**src/midi_pkg.sv**
```systemverilog
package midi_pkg;

    // status high nibbles with the channel in the low nibble
    localparam logic [3:0] st_note_off   = 4'h8;
    localparam logic [3:0] st_note_on    = 4'h9;
    localparam logic [3:0] st_ctrl       = 4'hB;
    localparam logic [3:0] st_prg_change = 4'hC;
    localparam logic [3:0] st_pitch      = 4'hE;

    localparam logic [7:0] cc_all_notes_off = 8'h7B; // controller 123

    // field widths
    localparam int DATA_W = 8;                   // one midi data field
    localparam int KIND_W = 3;
    localparam int EVT_W  = KIND_W + 2 * DATA_W; // 19 bits per event

    typedef enum logic [KIND_W-1:0] {
        ev_note_on,
        ev_note_off,
        ev_all_off,   // controller 0x7b
        ev_ctrl,
        ev_prg,
        ev_pitch
    } evt_kind_t;

    // kind in the top bits, then first data byte, then second
    function automatic logic [EVT_W-1:0] pack_event(
        input evt_kind_t         kind,
        input logic [DATA_W-1:0] d1,   // key, controller, program or pitch lsb
        input logic [DATA_W-1:0] d2    // velocity, value or pitch msb
    );
        return {kind, d1, d2};
    endfunction

    function automatic void unpack_event(
        input  logic [EVT_W-1:0]  evt,
        output evt_kind_t         kind,
        output logic [DATA_W-1:0] d1,
        output logic [DATA_W-1:0] d2
    );
        kind = evt_kind_t'(evt[EVT_W-1 -: KIND_W]);
        d1   = evt[2*DATA_W-1 -: DATA_W];
        d2   = evt[DATA_W-1:0];
    endfunction

endpackage

```
**src/event_executor.sv**
```systemverilog
module event_executor #(
    parameter int  VOICES = 8,
    localparam int VW     = (VOICES > 1) ? $clog2(VOICES) : 1,
    localparam int KW     = $clog2(VOICES + 1)
) (
    input  logic                       CLOCK_25,
    input  logic                       iRST_N,
    input  logic                       rd_ack,
    input  logic [midi_pkg::EVT_W-1:0] rd_dat,
    input  logic [VOICES-1:0]          voice_free,
    output logic                       rd_cyc,
    output logic                       rd_stb,
    output logic                       rd_we,
    output logic                       octrl_cmd,
    output logic [7:0]                 octrl,
    output logic [7:0]                 octrl_data,
    output logic                       prg_ch_cmd,
    output logic [7:0]                 prg_ch_data,
    output logic                       pitch_cmd,
    output logic [VOICES-1:0]          keys_on,
    output logic                       note_on,
    output logic                       note_off,
    output logic [VW-1:0]              cur_key_adr,
    output logic [7:0]                 cur_key_val,
    output logic [7:0]                 cur_vel_on,
    output logic [7:0]                 cur_vel_off,
    output logic [KW-1:0]              active_keys,
    output logic                       off_note_error
);

    midi_pkg::evt_kind_t         evt_kind;
    logic [midi_pkg::DATA_W-1:0] evt_d1;
    logic [midi_pkg::DATA_W-1:0] evt_d2;
    logic                        cmd_valid;   // one-cycle command to the allocator
    midi_pkg::evt_kind_t         cmd_kind;
    logic [7:0]                  cmd_key;
    logic [7:0]                  cmd_vel;

    always_comb begin
        midi_pkg::unpack_event(rd_dat, evt_kind, evt_d1, evt_d2);
    end

    // read master with idle cycles between reads
    always_ff @(posedge CLOCK_25) begin
        if (!iRST_N) begin
            rd_cyc <= 1'b0;
        end else if (rd_ack) begin
            rd_cyc <= 1'b0;
        end else if (!rd_cyc) begin
            rd_cyc <= 1'b1;
        end
    end

    assign rd_stb = rd_cyc;
    assign rd_we  = 1'b0;   // reads only

    // strobes in the cycle after rd_ack
    always_ff @(posedge CLOCK_25) begin
        if (!iRST_N) begin
            octrl_cmd  <= 1'b0;
            pitch_cmd  <= 1'b0;
            prg_ch_cmd <= 1'b0;
            cmd_valid  <= 1'b0;
        end else begin
            octrl_cmd  <= rd_ack && (evt_kind == midi_pkg::ev_ctrl);
            pitch_cmd  <= rd_ack && (evt_kind == midi_pkg::ev_pitch);
            prg_ch_cmd <= rd_ack && (evt_kind == midi_pkg::ev_prg);
            cmd_valid  <= rd_ack && (evt_kind inside {midi_pkg::ev_note_on,
                                     midi_pkg::ev_note_off, midi_pkg::ev_all_off});
        end
    end

    always_ff @(posedge CLOCK_25) begin
        if (rd_ack) begin
            case (evt_kind)
                midi_pkg::ev_ctrl, midi_pkg::ev_pitch: begin
                    octrl      <= evt_d1;   // controller number or pitch lsb
                    octrl_data <= evt_d2;   // value or pitch msb
                end
                midi_pkg::ev_prg: prg_ch_data <= evt_d1;
                default: ;
            endcase
            cmd_kind <= evt_kind;
            cmd_key  <= evt_d1;
            cmd_vel  <= evt_d2;
        end
    end

    voice_allocator #(.VOICES(VOICES)) alloc_i (.*);

endmodule

```
**src/event_fifo.sv**
```systemverilog
module event_fifo #(
    parameter int  FIFO_DEPTH = 8,
    parameter int  WIDTH      = 19,
    localparam int AW         = (FIFO_DEPTH > 1) ? $clog2(FIFO_DEPTH) : 1,
    localparam int CW         = $clog2(FIFO_DEPTH + 1)
) (
    input  logic             CLOCK_25,
    input  logic             iRST_N,
    input  logic             wr_cyc,
    input  logic             wr_stb,
    input  logic             wr_we,
    input  logic [WIDTH-1:0] wr_dat,
    input  logic             rd_cyc,
    input  logic             rd_stb,
    input  logic             rd_we,
    output logic             wr_ack,
    output logic             rd_ack,
    output logic [WIDTH-1:0] rd_dat
);

    logic [WIDTH-1:0] mem [FIFO_DEPTH];
    logic [AW-1:0]    wr_ptr;
    logic [AW-1:0]    rd_ptr;
    logic [CW-1:0]    count;      // occupancy
    logic             full;
    logic             empty;
    logic             wr_take;
    logic             rd_take;

    function automatic logic [AW-1:0] ptr_inc(input logic [AW-1:0] p);
        return (p == AW'(FIFO_DEPTH - 1)) ? '0 : p + 1'b1;  // wraps for any depth
    endfunction

    assign full    = (count == CW'(FIFO_DEPTH));
    assign empty   = (count == '0);
    assign wr_take = wr_cyc && wr_stb && wr_we && !full && !wr_ack;  // one ack per strobe
    assign rd_take = rd_cyc && rd_stb && !rd_we && !empty && !rd_ack;

    always_ff @(posedge CLOCK_25) begin
        if (!iRST_N) begin
            wr_ack <= 1'b0;
            rd_ack <= 1'b0;
            wr_ptr <= '0;
            rd_ptr <= '0;
            count  <= '0;
        end else begin
            wr_ack <= wr_take;
            rd_ack <= rd_take;
            if (wr_take) wr_ptr <= ptr_inc(wr_ptr);
            if (rd_take) rd_ptr <= ptr_inc(rd_ptr);
            case ({wr_take, rd_take})
                2'b10:   count <= count + 1'b1;
                2'b01:   count <= count - 1'b1;
                default: ;  // level unchanged on both or neither
            endcase
        end
    end

    // storage and head register
    always_ff @(posedge CLOCK_25) begin
        if (wr_take) mem[wr_ptr] <= wr_dat;
        if (rd_take) rd_dat <= mem[rd_ptr];   // valid with rd_ack
    end

endmodule

```
**src/midi_decoder.sv**
```systemverilog
module midi_decoder #(
    parameter int  VOICES     = 8,
    parameter int  FIFO_DEPTH = 8,
    localparam int VW         = (VOICES > 1) ? $clog2(VOICES) : 1,
    localparam int KW         = $clog2(VOICES + 1)
) (
    input  logic              CLOCK_25,
    input  logic              iRST_N,
    // from uart
    input  logic              byteready,
    input  logic [7:0]        cur_status,
    input  logic [7:0]        midibyte_nr,
    input  logic [7:0]        midibyte,
    input  logic [3:0]        midi_ch,
    input  logic [VOICES-1:0] voice_free,    // from synth engine
    // voice outputs
    output logic [VOICES-1:0] keys_on,
    output logic              note_on,
    output logic              note_off,
    output logic [VW-1:0]     cur_key_adr,
    output logic [7:0]        cur_key_val,
    output logic [7:0]        cur_vel_on,
    output logic [7:0]        cur_vel_off,
    // controllers
    output logic              octrl_cmd,
    output logic [7:0]        octrl,
    output logic [7:0]        octrl_data,
    output logic              prg_ch_cmd,
    output logic [7:0]        prg_ch_data,
    output logic              pitch_cmd,
    // status
    output logic [KW-1:0]     active_keys,
    output logic              off_note_error,
    output logic              msg_dropped
);

    // parser to buffer
    logic                       wr_cyc;
    logic                       wr_stb;
    logic                       wr_we;
    logic                       wr_ack;
    logic [midi_pkg::EVT_W-1:0] wr_dat;
    // buffer to executor
    logic                       rd_cyc;
    logic                       rd_stb;
    logic                       rd_we;
    logic                       rd_ack;
    logic [midi_pkg::EVT_W-1:0] rd_dat;

    midi_parser parser_i (.*);

    event_fifo #(
        .FIFO_DEPTH (FIFO_DEPTH),
        .WIDTH      (midi_pkg::EVT_W)
    ) fifo_i (.*);

    event_executor #(.VOICES(VOICES)) exec_i (.*);

endmodule

```
**src/midi_parser.sv**
```systemverilog
module midi_parser (
    input  logic                       CLOCK_25,
    input  logic                       iRST_N,
    input  logic                       byteready,
    input  logic [7:0]                 cur_status,
    input  logic [7:0]                 midibyte_nr,
    input  logic [7:0]                 midibyte,
    input  logic [3:0]                 midi_ch,
    input  logic                       wr_ack,
    output logic                       wr_cyc,
    output logic                       wr_stb,
    output logic                       wr_we,
    output logic [midi_pkg::EVT_W-1:0] wr_dat,
    output logic                       msg_dropped
);

    logic                        byte_vld;   // registered byte on our channel
    logic [3:0]                  st_nib;
    logic [7:0]                  byte_nr;
    logic [midi_pkg::DATA_W-1:0] data_r;
    logic [midi_pkg::DATA_W-1:0] first_r;    // first data byte of the message
    logic                        is_first;
    logic                        is_second;
    logic                        msg_done;
    midi_pkg::evt_kind_t         msg_kind;
    logic [midi_pkg::DATA_W-1:0] msg_d1;
    logic [midi_pkg::DATA_W-1:0] msg_d2;

    always_ff @(posedge CLOCK_25) begin
        if (!iRST_N) begin
            byte_vld <= 1'b0;
        end else begin
            byte_vld <= byteready && (cur_status[3:0] == midi_ch); // channel filter
        end
    end

    // byte payload qualified by byte_vld
    always_ff @(posedge CLOCK_25) begin
        st_nib  <= cur_status[7:4];
        byte_nr <= midibyte_nr;
        data_r  <= midibyte;
    end

    assign is_first  = byte_nr[0];                          // odd numbers
    assign is_second = !byte_nr[0] && (byte_nr != 8'd0);    // even and not the status byte

    always_ff @(posedge CLOCK_25) begin
        if (byte_vld && is_first) begin
            first_r <= data_r;
        end
    end

    // message assembly
    always_comb begin
        msg_done = 1'b0;
        msg_kind = midi_pkg::ev_ctrl;
        msg_d1   = first_r;
        msg_d2   = data_r;
        if (byte_vld) begin
            case (st_nib)
                midi_pkg::st_note_on: begin
                    msg_done = is_second;
                    msg_kind = midi_pkg::ev_note_on;
                end
                midi_pkg::st_note_off: begin
                    msg_done = is_second;
                    msg_kind = midi_pkg::ev_note_off;
                end
                midi_pkg::st_ctrl: begin
                    msg_done = is_second;
                    msg_kind = (first_r == midi_pkg::cc_all_notes_off) ?
                               midi_pkg::ev_all_off : midi_pkg::ev_ctrl;
                end
                midi_pkg::st_pitch: begin
                    msg_done = is_second;
                    msg_kind = midi_pkg::ev_pitch;
                end
                midi_pkg::st_prg_change: begin
                    msg_done = is_first;   // single data byte
                    msg_kind = midi_pkg::ev_prg;
                    msg_d1   = data_r;
                    msg_d2   = '0;
                end
                default: ;                 // other status ignored
            endcase
        end
    end

    // wishbone write master
    always_ff @(posedge CLOCK_25) begin
        if (!iRST_N) begin
            wr_cyc      <= 1'b0;
            msg_dropped <= 1'b0;
        end else begin
            if (wr_ack) begin
                wr_cyc <= 1'b0;              // release bus after ack
            end
            if (msg_done) begin
                if (wr_cyc && !wr_ack) begin
                    msg_dropped <= 1'b1;     // message lost while the buffer stalls
                end else begin
                    wr_cyc <= 1'b1;
                end
            end
        end
    end

    always_ff @(posedge CLOCK_25) begin
        if (msg_done && (!wr_cyc || wr_ack)) begin
            wr_dat <= midi_pkg::pack_event(msg_kind, msg_d1, msg_d2);
        end
    end

    assign wr_stb = wr_cyc;
    assign wr_we  = wr_cyc;   // write-only master

endmodule

```
**src/voice_allocator.sv**
```systemverilog
module voice_allocator #(
    parameter int  VOICES = 8,
    localparam int VW     = (VOICES > 1) ? $clog2(VOICES) : 1,
    localparam int KW     = $clog2(VOICES + 1)
) (
    input  logic                CLOCK_25,
    input  logic                iRST_N,
    input  logic                cmd_valid,
    input  midi_pkg::evt_kind_t cmd_kind,
    input  logic [7:0]          cmd_key,
    input  logic [7:0]          cmd_vel,
    input  logic [VOICES-1:0]   voice_free,
    output logic [VOICES-1:0]   keys_on,
    output logic                note_on,
    output logic                note_off,
    output logic [VW-1:0]       cur_key_adr,
    output logic [7:0]          cur_key_val,
    output logic [7:0]          cur_vel_on,
    output logic [7:0]          cur_vel_off,
    output logic [KW-1:0]       active_keys,
    output logic                off_note_error
);

    logic [7:0]    key_val [VOICES];  // key held per voice
    logic [VW-1:0] age     [VOICES];  // rank among on voices with 0 newest

    logic          free_found;
    logic [VW-1:0] free_idx;
    logic [VW-1:0] old_idx;     // oldest on voice to steal
    logic [VW-1:0] on_idx;      // voice for the next note-on
    logic          hit_found;
    logic [VW-1:0] hit_idx;     // voice holding cmd_key

    always_comb begin
        free_found = 1'b0;
        free_idx   = '0;
        hit_found  = 1'b0;
        hit_idx    = '0;
        old_idx    = '0;
        // walk down so the lowest index is the last one kept
        for (int i = VOICES - 1; i >= 0; i--) begin
            if (!keys_on[i] && voice_free[i]) begin
                free_found = 1'b1;
                free_idx   = VW'(i);
            end
            if (keys_on[i] && (key_val[i] == cmd_key)) begin
                hit_found = 1'b1;
                hit_idx   = VW'(i);
            end
        end
        for (int i = 0; i < VOICES; i++) begin
            if (keys_on[i] && (!keys_on[old_idx] || (age[i] > age[old_idx]))) begin
                old_idx = VW'(i);
            end
        end
        on_idx = free_found ? free_idx : old_idx;   // voice 0 if nothing is on
    end

    always_ff @(posedge CLOCK_25) begin
        if (!iRST_N) begin
            keys_on        <= '0;
            note_on        <= 1'b0;
            note_off       <= 1'b0;
            cur_key_adr    <= '0;
            cur_key_val    <= 8'hFF;
            cur_vel_on     <= '0;
            cur_vel_off    <= '0;
            active_keys    <= '0;
            off_note_error <= 1'b0;
            for (int i = 0; i < VOICES; i++) begin
                age[i] <= '0;
            end
        end else begin
            note_on  <= 1'b0;
            note_off <= 1'b0;
            if (cmd_valid) begin
                case (cmd_kind)
                    midi_pkg::ev_note_on: begin
                        // age all on voices or only those younger than the stolen one
                        for (int i = 0; i < VOICES; i++) begin
                            if (keys_on[i] && (!keys_on[on_idx] || (age[i] < age[on_idx]))) begin
                                age[i] <= age[i] + 1'b1;
                            end
                        end
                        age[on_idx]     <= '0;
                        keys_on[on_idx] <= 1'b1;
                        if (!keys_on[on_idx]) begin
                            active_keys <= active_keys + 1'b1;  // steal keeps the count
                        end
                        cur_key_adr <= on_idx;
                        cur_key_val <= cmd_key;
                        cur_vel_on  <= cmd_vel;
                        note_on     <= 1'b1;
                    end
                    midi_pkg::ev_note_off: begin
                        if (hit_found) begin
                            for (int i = 0; i < VOICES; i++) begin
                                if (keys_on[i] && (age[i] > age[hit_idx])) begin
                                    age[i] <= age[i] - 1'b1;  // close the gap
                                end
                            end
                            keys_on[hit_idx] <= 1'b0;
                            active_keys      <= active_keys - 1'b1;
                            cur_key_adr      <= hit_idx;
                            cur_key_val      <= 8'hFF;   // voice released
                            cur_vel_off      <= cmd_vel;
                            note_off         <= 1'b1;
                        end else begin
                            off_note_error <= 1'b1;   // no voice holds this key
                        end
                    end
                    midi_pkg::ev_all_off: begin
                        keys_on        <= '0;
                        active_keys    <= '0;
                        off_note_error <= 1'b0;
                    end
                    default: ;
                endcase
            end
        end
    end

    // key table
    always_ff @(posedge CLOCK_25) begin
        if (cmd_valid && (cmd_kind == midi_pkg::ev_note_on)) begin
            key_val[on_idx] <= cmd_key;
        end
    end

endmodule
```
**config.mk**
```make
export PLATFORM = sky130hd
export DESIGN_NAME = midi_decoder
export DESIGN_NICKNAME = d
export VERILOG_FILES = /design/src/midi_pkg.sv /design/src/event_executor.sv /design/src/event_fifo.sv /design/src/midi_decoder.sv /design/src/midi_parser.sv /design/src/voice_allocator.sv
export SDC_FILE = /design/constraint.sdc
export NUM_CORES = 1
export LEC_CHECK = 0
export ABC_AREA = 1
export BUFFER_PORTS_ARGS = -buffer_cell sky130_fd_sc_hd__clkbuf_2
export CORE_AREA = 4 4 270 272
export CTS_CLUSTER_DIAMETER = 50
export DETAILED_ROUTE_END_ITERATION = 6
export DIE_AREA = 0 0 274 276
export HOLD_SLACK_MARGIN = 0.08
export SLEW_MARGIN = 20
export SYNTH_ARGS = -nofsm -noshare
export SYNTH_HDL_FRONTEND = slang
export SYNTH_SLANG_ARGS = --single-unit
```
**constraint.sdc**
```tcl
create_clock -name CLOCK_25 -period 21.1 [get_ports CLOCK_25]
set_clock_uncertainty 0.2 [all_clocks]
set_input_delay 1.055 -clock CLOCK_25 [delete_from_list [all_inputs] [get_ports CLOCK_25]]
set_output_delay 1.055 -clock CLOCK_25 [all_outputs]
set_load 0.005 [all_outputs]
```
== Yosys cells after proc, flatten, opt, wreduce, memory -nomap -nowiden ==
Memories as Yosys holds them, arrays and structs flattened. A register that Yosys moved wholly into a read port is not among the register bits.
Index checks and enable logic that the tools add are counted.

* RAM bits: 240
* Register bits after elaboration: 152
* Memories kept: 3
* Word-level logic and storage cells: 452
* Latch bits: 0
* ROM bits: 0
* Bits of input ports: 39
* Output and inout bits: 70

* $mul: 0
* Divide/modulo/power cells: 0
* Bitwise gates (word level): 19
* Reduce and logical (&&, ||, !) cells: 113
* Multiplexer cells: 198
* Shift operators: 0
* Equality and inequality tests: 30
* $lt $le $gt $ge: 33
* Add/subtract/negate cells: 22

{| class="wikitable"
|+ Memories
! name !! depth !! bits a word !! rd ports !! clocked after memory_dff !! write ports !! RTL line !! text
|-
| fifo_i.mem || 8 || 19 || 1 || 1 || 1 || event_fifo.sv:21 || <nowiki>logic [WIDTH-1:0] mem [FIFO_DEPTH];</nowiki>
|-
| exec_i.alloc_i.key_val || 8 || 8 || 8 || 0 || 1 || voice_allocator.sv:24 || <nowiki>logic [7:0] key_val [VOICES];</nowiki>
|-
| exec_i.alloc_i.age || 8 || 3 || 16 || 0 || 9 || voice_allocator.sv:25 || <nowiki>logic [VW-1:0] age [VOICES];</nowiki>
|}

{| class="wikitable"
|+ Operators by type and width
! cell !! number
|-
| 1-bit 2-to-1 mux || 131
|-
| 3-bit 2-to-1 mux || 42
|-
| 8-bit == test || 8
|-
| 1-bit logical AND || 55
|-
| 8-bit 2-to-1 mux || 6
|-
| 3-bit > comparator || 15
|-
| 3-bit by 4-bit less-than comparator with 1-bit output, second input constant || 8
|-
| 3-bit by 1-bit adder with 3-bit output, second input constant || 10
|-
| 4-bit == test, second input constant || 6
|-
| 3-bit less-than comparator || 8
|-
| 8-bit case mux with 3 select lines || 1
|-
| 3-bit by 1-bit subtractor with 3-bit output, second input constant || 8
|-
| 1-bit binary-select mux with 3-bit select || 7
|-
| 1-bit logical NOT || 21
|-
| 1-bit logical OR || 16
|-
| 1-bit OR || 16
|-
| 8-bit case mux with 2 select lines || 1
|-
| 3-bit case mux with 5 select lines || 1
|-
| 3-bit AND reduction || 5
|-
| 3-bit == test, second input constant || 4
|-
| 4-bit case mux with 3 select lines || 1
|-
| 3-bit by 2-bit == test with 1-bit output, second input constant || 3
|-
| 4-bit by 1-bit adder with 4-bit output, second input constant || 2
|-
| 8-bit AND || 1
|-
| 24 further kinds || 39
|}

== Depth between registers and ports, before layout ==
Gate-level depths: netlist (run 1).
An unclocked memory read counts as a cell.

* Depth after elaboration: 54
* Mapped depth: 92
* Mapped depth without buffers: 92

== Cells and area by module ==
A second synthesis (run 1) with hierarchy kept.

* Cells, all modules: 2,025
* Area total of the unflattened synthesis: 19,781.5 µm²

{| class="wikitable"
|+ Modules (own cells, without submodules)
! module !! area an instance (µm²) !! instances !! cells each
|-
| voice_allocator || 8,966.1 || 1 || 1,156
|-
| event_fifo || 7,459.7 || 1 || 632
|-
| midi_parser || 1,849.3 || 1 || 163
|-
| event_executor || 1,506.4 || 1 || 74
|}

== Worst setup path after synthesis (run 1) ==
Ideal clock, no wire load.

* Path type: reg2reg
* Start: memory exec_i.alloc_i.age[0][2] (netlist name)
* End: memory exec_i.alloc_i.age[0][1] (netlist name)
* Stages on the path, launching flop included: 87
* Arrival: 10,596 ps
* Path slack: 10,188 ps
* Library setup time: 117 ps
* Path buffers: 2
* Required time: 20,783 ps
* Cell sequence: dfxtp_1 inv_1 ha_1 nand3_1 nand2_1 nand2_1 a21oi_4 nor2_1 a21oi_1 ha_1 a21oi_1 nand2_1 nand2_1 nand2_1 nand2_2 o21ai_0 ha_1 a21oi_1 [... 51 more ...] nor2_1 nor2_2 nor2_1 nand2_1 o22ai_1 a31oi_1 o2111ai_1 ha_1 nand2_1 inv_1 nand2_1 nand2_1 nand2_2 nand3_2 nand2_1 nor2_1 nor2_1 nor2_1

{| class="wikitable"
|+ RTL lines
! element !! RTL line
|-
| from (decl) || voice_allocator.sv:25
|}

==> results of run 1 <==
-- cells in the final DEF (no fill, tap or decap), drive strengths merged, types with 2 or more instances in the layout --
master and n:
o31ai 3, ha 72, buf 28, dfxtp 106, inv 186, fa 5
clkinv 22, o21bai 6, o221ai 2, nand3 94, xnor2 13, or4 4
nor4 21, and3 3, xor2 27, o21ai 178, o211ai 6, nor3 14
nand3b 3, nor2 368, nand2 299, bufinv 5, a211oi 8, a31oi 31
or2 5, a32o 2, clkinvlp 4, a221oi 9, a21oi 79, mux2 6
a2111oi 6, o2111ai 3, nand4 23, edfxtp 305, a311oi 4, clkbuf 175
o22ai 39
-- metal layers --
layer	GRT usage	part of all wire	vias to the layer above
li1	-	-	7236
met1	0.187	0.44	7006
met2	0.224	0.46	495
met3	0.0286	0.071	96
met4	0.0439	0.028	2
met5	0	0.00024	-
-- cell type report --
class	instances	area, µm²
Clock buffer	67	1530
Clock inverter	39	448
Fill cell	7196	47500
Inverter	178	668
Multi-Input combinational cell	1342	7350
Sequential cell	411	11300
Tap cell	950	1190
Timing Repair Buffer	136	751
-- stage by stage --
step                      total power, mW  setup slack, ps  instances   util
after floorplan                      1.27            10190       1996      -
after global placement               1.40             8940       3017  0.300
after detailed placement             1.41             8860       3017  0.300
after CTS                            2.38             8820       3123  0.328
after global routing                 2.47             7240       3123  0.328
final                                2.35             8660       3123  0.328
-- synthesized netlist by cell type, types with 20 or more instances --
| cell | count |
|---|---|
| ha_1 | 72 |
| dfxtp_1 | 106 |
| a31oi_1 | 31 |
| o21ai_0 | 172 |
| clkbuf_1 | 48 |
| inv_1 | 162 |
| nand3_1 | 86 |
| o22ai_1 | 39 |
| nand4_1 | 21 |
| nor4_1 | 20 |
| nor2_1 | 360 |
| xor2_1 | 27 |
| edfxtp_1 | 305 |
| a21oi_1 | 73 |
| nand2_1 | 278 |
-- state kept, by name (all words and copies together) (netlist names), 3 cells and up --
signal,cells
parser_i.data_r,8
exec_i.alloc_i.cur_key_val,8
parser_i.wr_dat,19
exec_i.alloc_i.key_val,64
exec_i.alloc_i.keys_on,8
exec_i.alloc_i.cur_vel_off,8
parser_i.st_nib,4
exec_i.octrl_data,8
fifo_i.mem,152
exec_i.alloc_i.active_keys,4
exec_i.prg_ch_data,8
exec_i.alloc_i.cur_vel_on,8
parser_i.first_r,8
exec_i.alloc_i.age,24
parser_i.byte_nr,8
fifo_i.rd_ptr,3
fifo_i.rd_dat,19
fifo_i.count,4
exec_i.octrl,8
exec_i.cmd_vel,8
exec_i.cmd_kind,3
fifo_i.wr_ptr,3
exec_i.cmd_key,8
exec_i.alloc_i.cur_key_adr,3
-- worst reg2reg max path: cells and delay by family, from the launching register on --
family	cells	cell delay [ps]
buf+inv	9	950
flops	1	540
simple gates	43	4240
fa+ha+maj	8	2750
compound gates	26	3680
-- worst paths after layout --
kind	endpoint	slack (ps)
setup / recovery	exec_i.alloc_i.age[0][1]	8660
hold / removal	exec_i.cmd_vel[2]	220
setup reg to reg	exec_i.alloc_i.age[0][1]	8660
hold reg to reg	exec_i.cmd_vel[2]	220
-- logic make-up after synthesis --
family / count (synthesis) / share of synthesized area
fa+ha+maj: 77 / 0.0512
mux: 6 / 0.00345
compound gates: 383 / 0.115
xor+xnor: 40 / 0.0179
simple gates: 836 / 0.187
buf+inv: 243 / 0.0488
flops: 411 / 0.577
-- power groups by stage --
stage               registers, mW  logic (mW)  clock network (mW)
floorplan                   0.981       0.287                   0
global placement             1.01       0.396                   0
detailed placement           1.01       0.398                   0
CTS                         0.992       0.399               0.991
global route                0.996       0.451                1.03
finish                      0.990       0.395               0.968
==> reports/results.ini, run 1 <==
[status]
status=completed

[power]
p_sw_frac=0.297
p_int_mw=1.65
combPwrFrac=0.168
p_switching_mw=0.699
p_per_area_nw_per_um2=101
leakage_nw=8.90
p_clk_frac=0.411
ir_drop_mv=0.0760
p_seq_frac=0.421

[detailed_routing]
vias=14800
drt_wl_total_mm=53.8
routedWlPerCell_um=17.2
drcViolationCount=0
vias_per_cell=4.75
dr.first_iter.drc_count=1154
first_pass_iters=6
ant_nets=0

[clock_tree]
cts_max_path_buffers=3
cts_setup_buffers=0
cts.sinks=411
cts_tree=built
cts_hold_buf=0
insertion_delay_ps=610
cts_root_buffer=clkbuf_16
clkTransAtPathRegs_ps=60
cts_max_level=2
cts_resized=0
cts_buffers=56

[synthesis]
synthArstFlopShare=0
synth_flop_cell=edfxtp_1
synth_edf_count=305
ys_seq_elements=411
yosys.cell_types.count=61
netlist_area_um2=19600
synth.top_cell.area_share=0.468
synthCells=1996
synth_nets=2112
synth_area_leaders=edfxtp_1, dfxtp_1, nor2_1, nand2_1, ha_1
yosysSeqAreaShare=0.577
avgSynthCellArea_um2=9.80
ys_warn_count=0
yosys.area.top_type=edfxtp_1

[critical_path]
critPathKind=reg2reg
cp-start-kind=flop
critPathMaxStageDelay_ps=540
crit_top_cell=nand2_1
reg2regPathDepth=86
r2r_start=exec_i.alloc_i.age[0][1]
slowest_stage=dfxtp_1
cp.depth=86
crit_buf_inv=9
cp-end-kind=flop
worstSetupStartpoint=exec_i.alloc_i.age[0][1]
critPathTopFamily=simple AND/OR/NAND/NOR gates
cp_max_fo=15
critPathArrivalTime_ps=12730
required_ps=21390

[min_path]
hold_path_depth=0
hold_class=reg2reg
holdCritStartpoint=fifo_i.rd_dat[2]

[sta]
worst_pin_slew_ps=1000
finalSetupViolations=0
setup_tns_ps=0
relSlewSlack=0.329
max_freq_ghz=0.0804
final_hold_viol_count=0
period_minus_slack_ps=12440
rsz0062_at_grt=false
fin_crit_sh=0.590
slew_viol_final=0
whs_ps=218

[die]
die_h_um=276
start_util=0.276
row_count=98
fp.dieW_um=274
die-area_um2=75600
pin_count=109
core_um2=70800

[grt]
track_usage=0.139
grt_first_pass_wirelength_mm=82.9
grt_pass1_vias=14200
gr-total-overflow=0
antenna_found_initial=1
grt_max_degree=80

[finish]
diodes=0
num-nets-final=2241
syn_to_final_growth_pct=18.7
fin_area_um2=23200
drive_gt1_frac=0.145

[place]
dpl.hpwl_mm=36.7
io_buffers=108
placed_cell_area_um2=21200
place.gp.congestion=0.939

[run]
maxCapViolCount=0

Note: power is estimated with default switching activity, not from simulation.
==> run 2: changes to the inputs <==
Clock period 21.1 ns to 11.8 ns, I/O delays scaled along.
==> reports/results.ini, run 2 (same netlist as run 1, synthesis figures left out) <==
[detailed_routing]
dr.first_iter.drc_count=1360
vias=15100
routedWlPerCell_um=17.2
first_pass_iters=5
vias_per_cell=4.75
drcViolationCount=0
drt_wl_total_mm=54.7
ant_nets=0

[place]
placed_cell_area_um2=21400
place.gp.congestion=0.929
io_buffers=108
dpl.hpwl_mm=36.8

[clock_tree]
cts_root_buffer=clkbuf_16
cts_max_level=2
insertion_delay_ps=600
cts_max_path_buffers=3
cts_buffers=53
cts.sinks=411
clkTransAtPathRegs_ps=60
cts_tree=built

[finish]
utilization=0.336
mostFrequentLayoutCell=nor2_1
seq_area_um2=11300
syn_to_final_growth_pct=21.6
diodes=0
num-nets-final=2301
n_fill_cell=7175
regMostFlops=fifo_i.mem
final_cell_mix=nor2_1, edfxtp_1, nand2_1, o21ai_0, inv_1
drive_gt1_frac=0.167
largest_reg_flops=152
multi_input_area_um2=7530
fin_area_um2=23800
reg_top3=fifo_i.mem (152), exec_i.alloc_i.key_val (64), exec_i.alloc_i.age (24)

[run]
maxCapViolCount=0

[critical_path]
cp-end-kind=flop
critPathKind=reg2reg
crit_top_cell=nand2_1
cp-start-kind=flop
critPathMaxStageDelay_ps=340
critPathArrivalTime_ps=11200
slowest_stage=ha_1
required_ps=12050
cp_max_fo=8

[die]
pin_count=109
start_util=0.276
row_count=98
core_um2=70800
die-area_um2=75600
fp.dieW_um=274
die_h_um=276

[grt]
track_usage=0.139
grt_first_pass_wirelength_mm=83.1
grt_max_degree=80
gr-total-overflow=0
grt_pass1_vias=14100
antenna_found_initial=1

[sta]
finalSetupViolations=0
slew_viol_final=0
worst_pin_slew_ps=884
final_hold_viol_count=0
period_minus_slack_ps=10950
fin_crit_sh=0.928
relSlewSlack=0.411
max_freq_ghz=0.0913

[power]
p_per_area_nw_per_um2=174
ir_drop_mv=0.111
leakage_nw=9.12

[status]
status=completed

[min_path]
hold_class=in2reg

[run 2: changes by cell type in the layout (fill, tap and decap cells not counted), moves of 5 or more]
cell	change
ha_4	+5
a21oi_1	-6
o21ai_1	+6
ha_1	-5
clkbuf_16	-5
a21oi_2	+7
dlygate4sd3_1	+20
buf_4	+41
o21ai_0	-7
[run 2: worst max-delay path: cells and delay by family (launching register included)]
family | cells | cell delay [ps]
fa+ha+maj | 8 | 2320
flops | 1 | 330
simple gates | 41 | 3730
buf+inv | 9 | 830
compound gates | 25 | 3430
[run 2: per-layer routing]
metal  global-route usage  routed length [µm]  vias up
li1                     -                   -     7360
met1                0.191               24200     7100
met2                0.224               24900      536
met3               0.0258                3950      114
met4               0.0422                1630        0
met5                    0                   0        -
[run 2: metrics by stage]
stage                     setup WS (ps)  hold WS [ps]  power [mW]  cells  TNS, ps
after global routing              -36.6           196        4.36   3179     -174
after detailed placement          -20.5           233        2.52   3037    -60.8
after global placement              150           235        2.52   3037        0
final                               851           218        4.15   3179        0
after floorplan                     888           221        2.27   1996        0
after CTS                           126           170        4.18   3156        0
[run 2: power breakdown]
part           switching [mW]  total, mW  internal (mW)  leakage, nW
combinational           0.495      0.738          0.243         4.67
sequential             0.0921       1.77           1.68         3.57
clock                   0.651       1.64          0.989        0.878
total                    1.24       4.15           2.91         9.12
[run 2: repair_timing]
action | in CTS | in global routing
setup endpoints to repair | 10 | 68
buffers inserted | 0 | 22
resized for setup | 1 | 37
gates cloned | 0 | 1
hold endpoints to repair | 20 | 0
hold buffers | 20 | 0
pin swaps | 0 | 22
[run 2: worst paths after layout]
check | to | cells past startpoint | slack (ps) | start
hold / removal | parser_i.byte_vld | 3 | 220 | cur_status[1]
setup / recovery | exec_i.alloc_i.age[2][0] | 83 | 850 | exec_i.alloc_i.age[0][2]
hold reg to reg | exec_i.cmd_vel[2] | 0 | 250 | fifo_i.rd_dat[2]
setup reg to reg | exec_i.alloc_i.age[2][0] | 83 | 850 | exec_i.alloc_i.age[0][2]
[run 2: area by class of cell]
class                   instances  share of cell area
flip-flops and latches        411               0.474
multi-input cells            1343               0.317
clock buffers                  61              0.0583
repair buffers                198              0.0538
well taps                     950              0.0500
inverters                     178              0.0284
clock inverters                38              0.0185
